`src/verilog/start_screen_cfg.svh`:
```
// ---------------------------------------------------------------------------
// Screen geometry and colours for the start screen pipeline.
// Counts are for a 1024x768 visible area; counters must hold the full
// frame including blanking, hence 11 bits.
// ---------------------------------------------------------------------------

`ifndef START_SCREEN_CFG_SVH
`define START_SCREEN_CFG_SVH

// Visible area
`define SS_H_ACTIVE 1024
`define SS_V_ACTIVE 768

// Scan counter width
`define SS_CNT_W 11

// 4 bits per channel
`define SS_RGB_W 12

// Palette
`define SS_FRAME_COLOR   12'hF_F_F
`define SS_PLAYER1_COLOR 12'hF_8_0

// Table length of 33 title, 4 button outline and 18 label entries
`define SS_RECT_COUNT 55

// Table index range of the button outline
`define SS_OUTLINE_FIRST 33
`define SS_OUTLINE_LAST  36

// Exclusive row bounds of the title glyphs
`define SS_TITLE_V_LO 60
`define SS_TITLE_V_HI 140

`endif

```
`src/verilog/start_screen_pkg.sv`:
```
// ---------------------------------------------------------------------------
// Types shared by the start screen stages and the rectangle table.
// Table order is priority order; a rectangle covers lo < count < hi
// on both axes, so its edge rows and columns are not drawn.
// ---------------------------------------------------------------------------

`default_nettype none

`include "start_screen_cfg.svh"

package start_screen_pkg;

    typedef enum logic [1:0] {
        CLASS_BLACK   = 2'd0,
        CLASS_FRAME   = 2'd1,
        CLASS_PLAYER1 = 2'd2
    } colour_class_t;

    // Raw VGA timing as it arrives from the timing generator
    typedef struct packed {
        logic [`SS_CNT_W-1:0] vcount;
        logic                 vsync;
        logic                 vblnk;
        logic [`SS_CNT_W-1:0] hcount;
        logic                 hsync;
        logic                 hblnk;
    } scan_t;

    typedef struct packed {
        scan_t                scan;
        logic [`SS_RGB_W-1:0] rgb;
    } vga_out_t;

    typedef struct packed {
        scan_t scan;
        logic  active;
        logic  border;
    } capt_t;

    typedef struct packed {
        scan_t         scan;
        logic          active;
        logic          border;
        colour_class_t cls;
    } match_t;

    typedef struct packed {
        logic [`SS_CNT_W-1:0] v_lo;
        logic [`SS_CNT_W-1:0] v_hi;
        logic [`SS_CNT_W-1:0] h_lo;
        logic [`SS_CNT_W-1:0] h_hi;
        colour_class_t        cls;
    } rect_t;

    localparam rect_t RECT_TABLE [`SS_RECT_COUNT] = '{
        // LINE
        '{11'd60,  11'd140, 11'd302, 11'd312, CLASS_PLAYER1},
        '{11'd130, 11'd140, 11'd302, 11'd342, CLASS_PLAYER1},
        '{11'd60,  11'd140, 11'd352, 11'd362, CLASS_PLAYER1},
        '{11'd60,  11'd140, 11'd372, 11'd382, CLASS_PLAYER1},
        '{11'd60,  11'd140, 11'd412, 11'd422, CLASS_PLAYER1},
        '{11'd76,  11'd92,  11'd382, 11'd392, CLASS_PLAYER1},
        '{11'd92,  11'd108, 11'd392, 11'd402, CLASS_PLAYER1},
        '{11'd108, 11'd124, 11'd402, 11'd412, CLASS_PLAYER1},
        '{11'd60,  11'd140, 11'd432, 11'd442, CLASS_PLAYER1},
        '{11'd60,  11'd70,  11'd432, 11'd472, CLASS_PLAYER1},
        '{11'd130, 11'd140, 11'd432, 11'd472, CLASS_PLAYER1},
        '{11'd95,  11'd105, 11'd432, 11'd462, CLASS_PLAYER1},
        // RUSH
        '{11'd60,  11'd140, 11'd522, 11'd532, CLASS_PLAYER1},
        '{11'd60,  11'd70,  11'd522, 11'd542, CLASS_PLAYER1},
        '{11'd70,  11'd80,  11'd542, 11'd552, CLASS_PLAYER1},
        '{11'd80,  11'd100, 11'd552, 11'd562, CLASS_PLAYER1},
        '{11'd100, 11'd110, 11'd542, 11'd552, CLASS_PLAYER1},
        '{11'd110, 11'd120, 11'd522, 11'd542, CLASS_PLAYER1},
        '{11'd120, 11'd130, 11'd542, 11'd552, CLASS_PLAYER1},
        '{11'd130, 11'd140, 11'd552, 11'd562, CLASS_PLAYER1},
        '{11'd60,  11'd130, 11'd572, 11'd582, CLASS_PLAYER1},
        '{11'd130, 11'd140, 11'd582, 11'd612, CLASS_PLAYER1},
        '{11'd60,  11'd130, 11'd612, 11'd622, CLASS_PLAYER1},
        '{11'd60,  11'd70,  11'd642, 11'd662, CLASS_PLAYER1},
        '{11'd70,  11'd90,  11'd632, 11'd642, CLASS_PLAYER1},
        '{11'd70,  11'd80,  11'd662, 11'd672, CLASS_PLAYER1},
        '{11'd90,  11'd100, 11'd642, 11'd662, CLASS_PLAYER1},
        '{11'd100, 11'd130, 11'd662, 11'd672, CLASS_PLAYER1},
        '{11'd130, 11'd140, 11'd642, 11'd662, CLASS_PLAYER1},
        '{11'd120, 11'd130, 11'd632, 11'd642, CLASS_PLAYER1},
        '{11'd60,  11'd140, 11'd682, 11'd692, CLASS_PLAYER1},
        '{11'd60,  11'd140, 11'd712, 11'd722, CLASS_PLAYER1},
        '{11'd95,  11'd105, 11'd682, 11'd722, CLASS_PLAYER1},
        // Button outline
        '{11'd330, 11'd335, 11'd282, 11'd742, CLASS_FRAME},
        '{11'd330, 11'd450, 11'd282, 11'd287, CLASS_FRAME},
        '{11'd330, 11'd450, 11'd737, 11'd742, CLASS_FRAME},
        '{11'd445, 11'd450, 11'd282, 11'd742, CLASS_FRAME},
        // PLAY label
        '{11'd350, 11'd430, 11'd422, 11'd432, CLASS_PLAYER1},
        '{11'd350, 11'd360, 11'd422, 11'd442, CLASS_PLAYER1},
        '{11'd360, 11'd370, 11'd442, 11'd452, CLASS_PLAYER1},
        '{11'd370, 11'd390, 11'd452, 11'd462, CLASS_PLAYER1},
        '{11'd390, 11'd400, 11'd442, 11'd452, CLASS_PLAYER1},
        '{11'd400, 11'd410, 11'd422, 11'd442, CLASS_PLAYER1},
        '{11'd410, 11'd430, 11'd422, 11'd432, CLASS_PLAYER1},
        '{11'd350, 11'd430, 11'd472, 11'd482, CLASS_PLAYER1},
        '{11'd420, 11'd430, 11'd472, 11'd512, CLASS_PLAYER1},
        '{11'd360, 11'd430, 11'd522, 11'd532, CLASS_PLAYER1},
        '{11'd360, 11'd430, 11'd552, 11'd562, CLASS_PLAYER1},
        '{11'd350, 11'd360, 11'd532, 11'd552, CLASS_PLAYER1},
        '{11'd380, 11'd390, 11'd522, 11'd562, CLASS_PLAYER1},
        '{11'd350, 11'd370, 11'd572, 11'd582, CLASS_PLAYER1},
        '{11'd370, 11'd380, 11'd582, 11'd592, CLASS_PLAYER1},
        '{11'd380, 11'd430, 11'd592, 11'd602, CLASS_PLAYER1},
        '{11'd370, 11'd380, 11'd602, 11'd612, CLASS_PLAYER1},
        '{11'd350, 11'd370, 11'd612, 11'd622, CLASS_PLAYER1}
    };

endpackage

`default_nettype wire

```
`src/verilog/scan_capture.sv`:
```
// ---------------------------------------------------------------------------
// First pipeline stage, one cycle. Expects counts that start at zero on
// the first visible pixel of each line and frame.
// ---------------------------------------------------------------------------

`default_nettype none

`include "start_screen_cfg.svh"

module scan_capture (
    input  logic                    clk,
    input  logic                    rst,
    input  start_screen_pkg::scan_t scan,
    output start_screen_pkg::capt_t capt
);

    localparam logic [`SS_CNT_W-1:0] H_ACTIVE = `SS_CNT_W'(`SS_H_ACTIVE);
    localparam logic [`SS_CNT_W-1:0] H_LAST   = `SS_CNT_W'(`SS_H_ACTIVE - 1);
    localparam logic [`SS_CNT_W-1:0] V_LAST   = `SS_CNT_W'(`SS_V_ACTIVE - 1);

    logic active_nxt;
    logic edge_pix;

    assign active_nxt = !scan.hblnk && !scan.vblnk;

    // Outermost ring of the visible area
    assign edge_pix = (scan.vcount == '0) || (scan.vcount == V_LAST) ||
                      (scan.hcount == '0) || (scan.hcount == H_LAST);

    always_ff @(posedge clk) begin
        if (rst) begin
            capt <= '0;
        end else begin
            capt.scan   <= scan;
            capt.active <= active_nxt;
            capt.border <= active_nxt && edge_pix;
        end
    end

    // Timing generator must raise hblnk before the count leaves the screen
    hcount_in_range: assert property (
        @(posedge clk) disable iff (rst)
        !scan.hblnk |-> (scan.hcount < H_ACTIVE)
    ) else $error("hcount %0d outside visible width with hblnk low", scan.hcount);

endmodule

`default_nettype wire

```
`src/verilog/glyph_matcher.sv`:
```
// ---------------------------------------------------------------------------
// Second pipeline stage, one cycle. All table rectangles are compared
// in parallel; the lowest index that hits sets the colour class.
// ---------------------------------------------------------------------------

`default_nettype none

`include "start_screen_cfg.svh"

module glyph_matcher (
    input  logic                     clk,
    input  logic                     rst,
    input  start_screen_pkg::capt_t  capt,
    output start_screen_pkg::match_t match
);

    localparam int IDX_W = $clog2(`SS_RECT_COUNT);

    logic [`SS_RECT_COUNT-1:0]        hit_vec;
    logic [IDX_W-1:0]                 hit_idx;
    start_screen_pkg::colour_class_t  cls_nxt;
    logic                             in_title;

    always_comb begin
        for (int i = 0; i < `SS_RECT_COUNT; i++) begin
            hit_vec[i] = (start_screen_pkg::RECT_TABLE[i].v_lo < capt.scan.vcount) &&
                         (capt.scan.vcount < start_screen_pkg::RECT_TABLE[i].v_hi) &&
                         (start_screen_pkg::RECT_TABLE[i].h_lo < capt.scan.hcount) &&
                         (capt.scan.hcount < start_screen_pkg::RECT_TABLE[i].h_hi);
        end
    end

    // Walk from the back so the lowest index is written last
    always_comb begin
        cls_nxt = start_screen_pkg::CLASS_BLACK;
        hit_idx = '0;
        for (int i = `SS_RECT_COUNT - 1; i >= 0; i--) begin
            if (hit_vec[i]) begin
                cls_nxt = start_screen_pkg::RECT_TABLE[i].cls;
                hit_idx = IDX_W'(i);
            end
        end
    end

    assign in_title = (capt.scan.vcount > `SS_CNT_W'(`SS_TITLE_V_LO)) &&
                      (capt.scan.vcount < `SS_CNT_W'(`SS_TITLE_V_HI));

    always_ff @(posedge clk) begin
        if (rst) begin
            match <= '0;
        end else begin
            match.scan   <= capt.scan;
            match.active <= capt.active;
            match.border <= capt.border;
            match.cls    <= cls_nxt;
        end
    end

    // Title glyphs are player-one only; frame colour there must come
    // from the button outline entries
    title_not_frame: assert property (
        @(posedge clk) disable iff (rst)
        (in_title && cls_nxt == start_screen_pkg::CLASS_FRAME) |->
            (hit_idx >= IDX_W'(`SS_OUTLINE_FIRST) && hit_idx <= IDX_W'(`SS_OUTLINE_LAST))
    ) else $error("frame class from entry %0d in title rows", hit_idx);

endmodule

`default_nettype wire

```
`src/verilog/pixel_output.sv`:
```
// ---------------------------------------------------------------------------
// Last pipeline stage, one cycle. Blanking forces black, then the
// screen border, then the class colour from the matcher.
// ---------------------------------------------------------------------------

`default_nettype none

`include "start_screen_cfg.svh"

module pixel_output (
    input  logic                       clk,
    input  logic                       rst,
    input  start_screen_pkg::match_t   match,
    output start_screen_pkg::vga_out_t vga_out
);

    logic [`SS_RGB_W-1:0] rgb_nxt;

    always_comb begin
        if (!match.active) begin
            rgb_nxt = '0;
        end else if (match.border) begin
            rgb_nxt = `SS_FRAME_COLOR;
        end else begin
            case (match.cls)
                start_screen_pkg::CLASS_FRAME:   rgb_nxt = `SS_FRAME_COLOR;
                start_screen_pkg::CLASS_PLAYER1: rgb_nxt = `SS_PLAYER1_COLOR;
                default:                         rgb_nxt = '0;
            endcase
        end
    end

    always_ff @(posedge clk) begin
        if (rst) begin
            vga_out <= '0;
        end else begin
            vga_out.scan <= match.scan;
            vga_out.rgb  <= rgb_nxt;
        end
    end

    // Active flag was derived two stages back, so blanking and colour
    // must still agree at the pins
    black_in_blank: assert property (
        @(posedge clk) disable iff (rst)
        (vga_out.scan.hblnk || vga_out.scan.vblnk) |-> (vga_out.rgb == '0)
    ) else $error("rgb %h driven during blanking", vga_out.rgb);

endmodule

`default_nettype wire

```
`src/verilog/start_screen.sv`:
```
// ---------------------------------------------------------------------------
// Start screen overlay. Fixed three cycle latency from scan to vga_out,
// one pixel accepted every clock, no stall.
// ---------------------------------------------------------------------------

`default_nettype none

module start_screen (
    input  logic                       clk,
    input  logic                       rst,
    input  start_screen_pkg::scan_t    scan,
    output start_screen_pkg::vga_out_t vga_out
);

    start_screen_pkg::capt_t  capt;
    start_screen_pkg::match_t match;

    scan_capture scan_capture_i (
        .clk  (clk),
        .rst  (rst),
        .scan (scan),
        .capt (capt)
    );

    glyph_matcher glyph_matcher_i (
        .clk   (clk),
        .rst   (rst),
        .capt  (capt),
        .match (match)
    );

    pixel_output pixel_output_i (
        .clk     (clk),
        .rst     (rst),
        .match   (match),
        .vga_out (vga_out)
    );

endmodule

`default_nettype wire

```
`config.mk`:
```
export PLATFORM = sky130hd
export DESIGN_NAME = start_screen
export DESIGN_NICKNAME = d
export VERILOG_FILES = /design/src/verilog/start_screen_pkg.sv /design/src/verilog/scan_capture.sv /design/src/verilog/glyph_matcher.sv /design/src/verilog/pixel_output.sv /design/src/verilog/start_screen.sv
export VERILOG_INCLUDE_DIRS = /design/src /design/src/verilog
export SDC_FILE = /design/constraint.sdc
export NUM_CORES = 1
export LEC_CHECK = 0
export ABC_AREA = 1
export BUFFER_PORTS_ARGS = -buffer_cell sky130_fd_sc_hd__buf_2
export CAP_MARGIN = 15
export CORE_MARGIN = 2
export CORE_UTILIZATION = 35
export CTS_CLUSTER_DIAMETER = 150
export CTS_CLUSTER_SIZE = 14
export DETAILED_ROUTE_END_ITERATION = 10
export MAX_ROUTING_LAYER = met4
export PLACE_DENSITY_LB_ADDON = 0.15
export SLEW_MARGIN = 30
export SYNTH_ARGS = -nofsm -noshare
export SYNTH_HDL_FRONTEND = slang
export SYNTH_SLANG_ARGS = --single-unit
```
`constraint.sdc`:
```
create_clock -name clk -period 4.05 [get_ports clk]
set_input_delay 0 -clock clk [delete_from_list [all_inputs] [get_ports clk]]
set_output_delay 0 -clock clk [all_outputs]
set_load 0.02 [all_outputs]
```
# == Yosys cells after proc, flatten, opt, wreduce, memory -nomap -nowiden ==
# Cells that the tools add are included.
# word_totals
ff_bits,96
in_bits,28
output_inout_bits,38
wordCells,342
# classes
order_cmp,102
n_eq_ne,4
mux,57
bitwise_logic,1
n_reduce_logical,153
# op_table
cell,n
11-bit by 9-bit less-than comparator with 1-bit output (second input constant),24
9-bit by 11-bit less-than comparator with 1-bit output (first input constant),23
11-bit by 10-bit less-than comparator with 1-bit output (second input constant),16
10-bit by 11-bit less-than comparator with 1-bit output (first input constant),15
1-bit logical AND,144
11-bit by 7-bit less-than comparator with 1-bit output (second input constant),10
7-bit by 11-bit less-than comparator with 1-bit output (first input constant),10
2-bit 2-to-1 mux,55
34-bit OR reduction,1
12-bit case mux with 2 select lines,1
11-bit by 10-bit == test with 1-bit output (second input constant),2
11-bit logical NOT,2
11-bit by 8-bit less-than comparator with 1-bit output (second input constant),2
12-bit 2-to-1 mux,1
6-bit by 11-bit less-than comparator with 1-bit output (first input constant),1
8-bit by 11-bit less-than comparator with 1-bit output (first input constant),1
1-bit logical OR,3
2-bit by 1-bit == test with 1-bit output (second input constant),1
2-bit == test (second input constant),1
1-bit logical NOT,2
2-bit OR reduction,1
1-bit NOT,1

# == Logic depth before layout (Yosys ltp) ==
# depth
ltp_word,59
depth_mapped,16
ltp_nobuf,16

# == Cells and area by module ==
# A second synthesis with hierarchy kept.
# hier_totals
cells_unflattened,932
area_unflattened_um2,5347.6
# modules_own_cells
mod,n_inst,cells_each,area_each_um2,seq_area_each_um2
glyph_matcher,1,705,3495.9,600.6
scan_capture,1,125,942.2,560.5
pixel_output,1,102,909.6,560.5

# == Worst setup path after synthesis ==
# No wires, ideal clock.
# synth_path
kind,reg2reg
from,"register, netlist name scan_capture_i.capt[12]"
to,"register, netlist name glyph_matcher_i.match[1]"
setup_ps,128
arrival_time_ps,1462
t_required_ps,3922
setup_slack_ps,2460
path_stages_with_launch,17
n_path_buf,2
period_less_slack_ps,1590
cell_sequence,dfxtp_1 > buf_4 > inv_2 > nand2_1 > nor2_4 > buf_6 > nand2_1 > nand2_1 > nand2_1 > nand2_1 > o21ai_0 > nand2_1 > nand2_1 > nor2_1 > nand3_1 > nor2_1 > nor2_1
# synth_between
elab_chain_len,58
word_cells_on_any_way,224
classes_between,order compare: 59; mux: 55; reduce/logical: 110
# synth_rtl
element,line_no,source
10-bit by 11-bit less-than comparator with 1-bit output,glyph_matcher.sv:28,(start_screen_pkg::RECT_TABLE[i].h_lo < capt.scan.hcount) &&
1-bit logical AND,glyph_matcher.sv:27,(capt.scan.vcount < start_screen_pkg::RECT_TABLE[i].v_hi) &&
1-bit logical AND,glyph_matcher.sv:28,
2-bit 2-to-1 mux (54 in a row),glyph_matcher.sv:38,if (hit_vec[i]) begin
2-bit 2-to-1 mux (*),glyph_matcher.sv:38,
# Mark *: on every way between the ends. The rest lies on a longest branch, timed or not.
# A chain may end at the register's enable or synchronous reset.

# == Worst setup path in the final report ==
# layout_path
from,"register, netlist name scan_capture_i.capt[13]"
to,"register, netlist name glyph_matcher_i.match[1]"
# layout_between
elab_chain_len,58
word_cells_on_any_way,224
classes_between,order compare: 59; mux: 55; reduce/logical: 110
# layout_rtl
element,line_no
10-bit by 11-bit less-than comparator with 1-bit output,glyph_matcher.sv:28
1-bit logical AND,glyph_matcher.sv:27
1-bit logical AND,glyph_matcher.sv:28
2-bit 2-to-1 mux (54 in a row),glyph_matcher.sv:38
2-bit 2-to-1 mux (*),glyph_matcher.sv:38
# Marked as above.

==> impl_metrics.yaml <==
run_status:
  status: "complete, no violations"
setup_path:
  worstRegToRegCells: 12
  end_kind: "register"
  worstPathArrival_ps: 2700
  r2r_start: "scan_capture_i.capt[13]"
  reg2reg_slack_ps: 1560
  regToRegEndpoint: "glyph_matcher_i.match[1]"
  start_kind: "register"
  critical_path_class: "reg -> reg"
  crit_start: "scan_capture_i.capt[13]"
  path_max_fanout: 12
  critPathRequiredTime_ps: 4260
worst_hold_path:
  min_to: "pixel_output_i.vga_out[37]"
  whs_path_depth: 2
  hold_class: "in -> reg"
  holdCritStartpoint: "rst"
clock_tree:
  cts_inserted_buffers: 9
  clkSinkCount: 86
  insertion_delay_ps: 340
  cts_tree: "built"
  clk_pin_slew_ps: 70
  clock_path_buffers: 2
  post_cts_buffers: 0
  clockRootBuffer: "clkbuf_16"
  htreeDepth: 3
sta:
  final.setup.tns_ps: 0
  rsz0062_at_grt: "no"
  finalSetupViolations: 0
  worst_slew_pin_slew_ps: 877.0
  hold_viol_final: 0
  max_clock_freq_mhz: 400.9
  min_period_ps: 2494
  slew_headroom: 0.4132
  slew_viol_final: 0
  clock_skew_ps: 6.258
  hold_slack_ps: 118.5
  min_period_over_period: 0.6159
routing:
  routedWlPerCell_um: 15.73
  vias_per_cell: 5.013
  via_count: 5720
  dr.pass1.iters: 5
  wirelength_um: 17950
  route.detailed.drc: 0
  ant_nets: 0
  drtIter0Drc: 479
layout:
  syn2layout_area_growth_pct: 16.96
  n_antenna_cell: 0
  layout.nets: 981
  drive_gt1_frac: 0.1400
synthesis:
  synthDistinctLibCells: 37
  syn_nets: 910
  synth_seq_cells: 86
  syn-cell-area_mm2: 0.005268
  postSynthAreaPerCell_um2: 5.979
  yosys_warnings: 0
  postSynthCellCount: 881
  ys_seq_area_frac: 0.3268
placed_design:
  place.gp.congestion: 1.002
  io_buffer_count: 65
  dp_hpwl_um: 13980
die:
  start_util: 0.3597
  num_io_pins: 66
  dieWidth_um: 126.7
  die_y_um: 126.7
  coreArea_mm2: 0.01464
  num_rows: 44
  dieArea_mm2: 0.01605
pwr:
  ir_worst_vdd_mv: 0.1945
  cellLeakagePower_nw: 3.087
  p_per_area_mw_per_mm2: 343.5
global_routing:
  grt_pass1_vias: 5577
  grt.total_usage: 0.2336
  grt_antenna_before_repair: 0
  grt_max_degree: 54
  grt_pass1_wl_um: 28810
  overflow: 0
run:
  max_cap_viol_count: 0
==> metrics by stage <==
| stage | worst slack, ps | instance area [um2] | cells | utilization | total power [W] |
|---|---|---|---|---|---|
| final | 1556 | 6161 | 1141 | 0.4207 | 0.002116 |
| after global routing | 1250 | 6161 | 1141 | 0.4207 | 0.002234 |
| after CTS | 1596 | 6161 | 1141 | 0.4207 | 0.002130 |
| after detailed placement | 1613 | 5605 | 1098 | 0.3828 | 0.001317 |
| after global placement | 1671 | 5605 | 1098 | 0.3828 | 0.001327 |
| after floorplan | 2460 | 5268 | 881 | - | 0.001206 |
==> worst max-delay path: stages (launching register included) <==
cell and delay [ps]:
dfxtp_1 380, nor2_1 710, nand2_1 340, a21oi_1 320, a21oi_1 70, nand2_1 70
nand2_1 50, nor2_1 90, nand2_1 50, nor2_1 90, nand3_1 70, nor2_1 90
nor2_1 40
==> cell usage after synthesis <==
cell type	count	area share
a311oi_1	1	0.0017
dfxtp_1	86	0.33
nor3_1	6	0.0057
nand2_4	3	0.0064
nand3_1	69	0.066
o2111a_1	1	0.0021
buf_8	1	0.0028
a32oi_1	1	0.0017
nor2_4	7	0.015
nor2_2	11	0.013
buf_4	17	0.024
o21ai_0	12	0.011
o21ai_2	3	0.0050
inv_4	2	0.0024
o21ai_1	9	0.0086
nand2_2	7	0.0083
ha_1	1	0.0024
nor2_1	215	0.15
clkbuf_1	9	0.0064
o21a_1	1	0.0014
a21oi_1	23	0.022
a31oi_1	1	0.0012
nand3_2	3	0.0057
and3_1	1	0.0012
nor3b_2	1	0.0024
o31ai_1	1	0.0014
nand4_1	20	0.024
nand2_1	219	0.16
o211a_1	1	0.0019
inv_2	14	0.010
buf_6	3	0.0064
inv_1	115	0.082
a21oi_2	1	0.0017
o21bai_1	1	0.0014
nor4_1	4	0.0047
nand3b_1	8	0.011
buf_2	3	0.0028
==> per-layer routing <==
layer	up-vias	share of wire	GRT usage	routed length (um)
li1	2855	-	-	-
met1	2575	0.42	0.2792	7541
met2	235	0.48	0.3905	8554
met3	55	0.060	0.04218	1079
met4	0	0.043	0.09438	774
met5	-	0	-	0
==> cell families after synthesis <==
family          synth area share
fa+ha+maj               0.002375
buf+inv                   0.1371
simple gates              0.4724
compound gates           0.06129
flops                     0.3268
==> layout by cell type, fill, tap and decap left out, types with 4 or more instances in the layout <==
master,n
o21ai_0,12
buf_2,65
o21ai_1,9
nand4_1,20
inv_2,14
nor3_1,6
nand3_1,69
clkbuf_16,9
nor4_1,4
inv_6,5
nand2_2,7
nand2_1,219
nand3b_1,8
nor2_1,215
a21oi_1,23
dfxtp_1,86
inv_1,115
nor2_2,11
nor2_4,7
dlygate4sd3_1,27
==> area by class of cell <==
cell class	instances	area, um2
clock buffers	9	225.2
clock inverters	7	60.06
fillers	1653	8483
inverters	131	496.7
multi-input cells	631	2824
flip-flops and latches	86	1722
well taps	184	230.2
repair buffers	93	603.1
==> worst max path at each step <==
stage / to / slack, ps / cells past startpoint
6_report: glyph_matcher_i.match[1] / 1560 / 12
5_1_grt: glyph_matcher_i.match[1] / 1250 / 12
4_1_cts: glyph_matcher_i.match[1] / 1600 / 12
3_5_place_dp: glyph_matcher_i.match[1] / 1610 / 12
3_3_place_gp: glyph_matcher_i.match[1] / 1670 / 12
2_1_floorplan: glyph_matcher_i.match[1] / 2460 / 16
==> timing repair <==
action,in CTS,in global routing
gates resized for setup,0,0
hold buffers,27,0
endpoints found under the hold margin,28,0
==> state kept, by name, summed over array words and instances, names as in the netlist <==
signal	flops
pixel_output_i.vga_out	28
scan_capture_i.capt	28
glyph_matcher_i.match	30
==> report_power, final <==
part | internal [W] | switching (W)
logic | 0.000130 | 0.000283
clock network | 0.000430 | 0.000358
registers | 0.000880 | 0.0000347
Note: power is estimated with default switching activity, not from simulation.
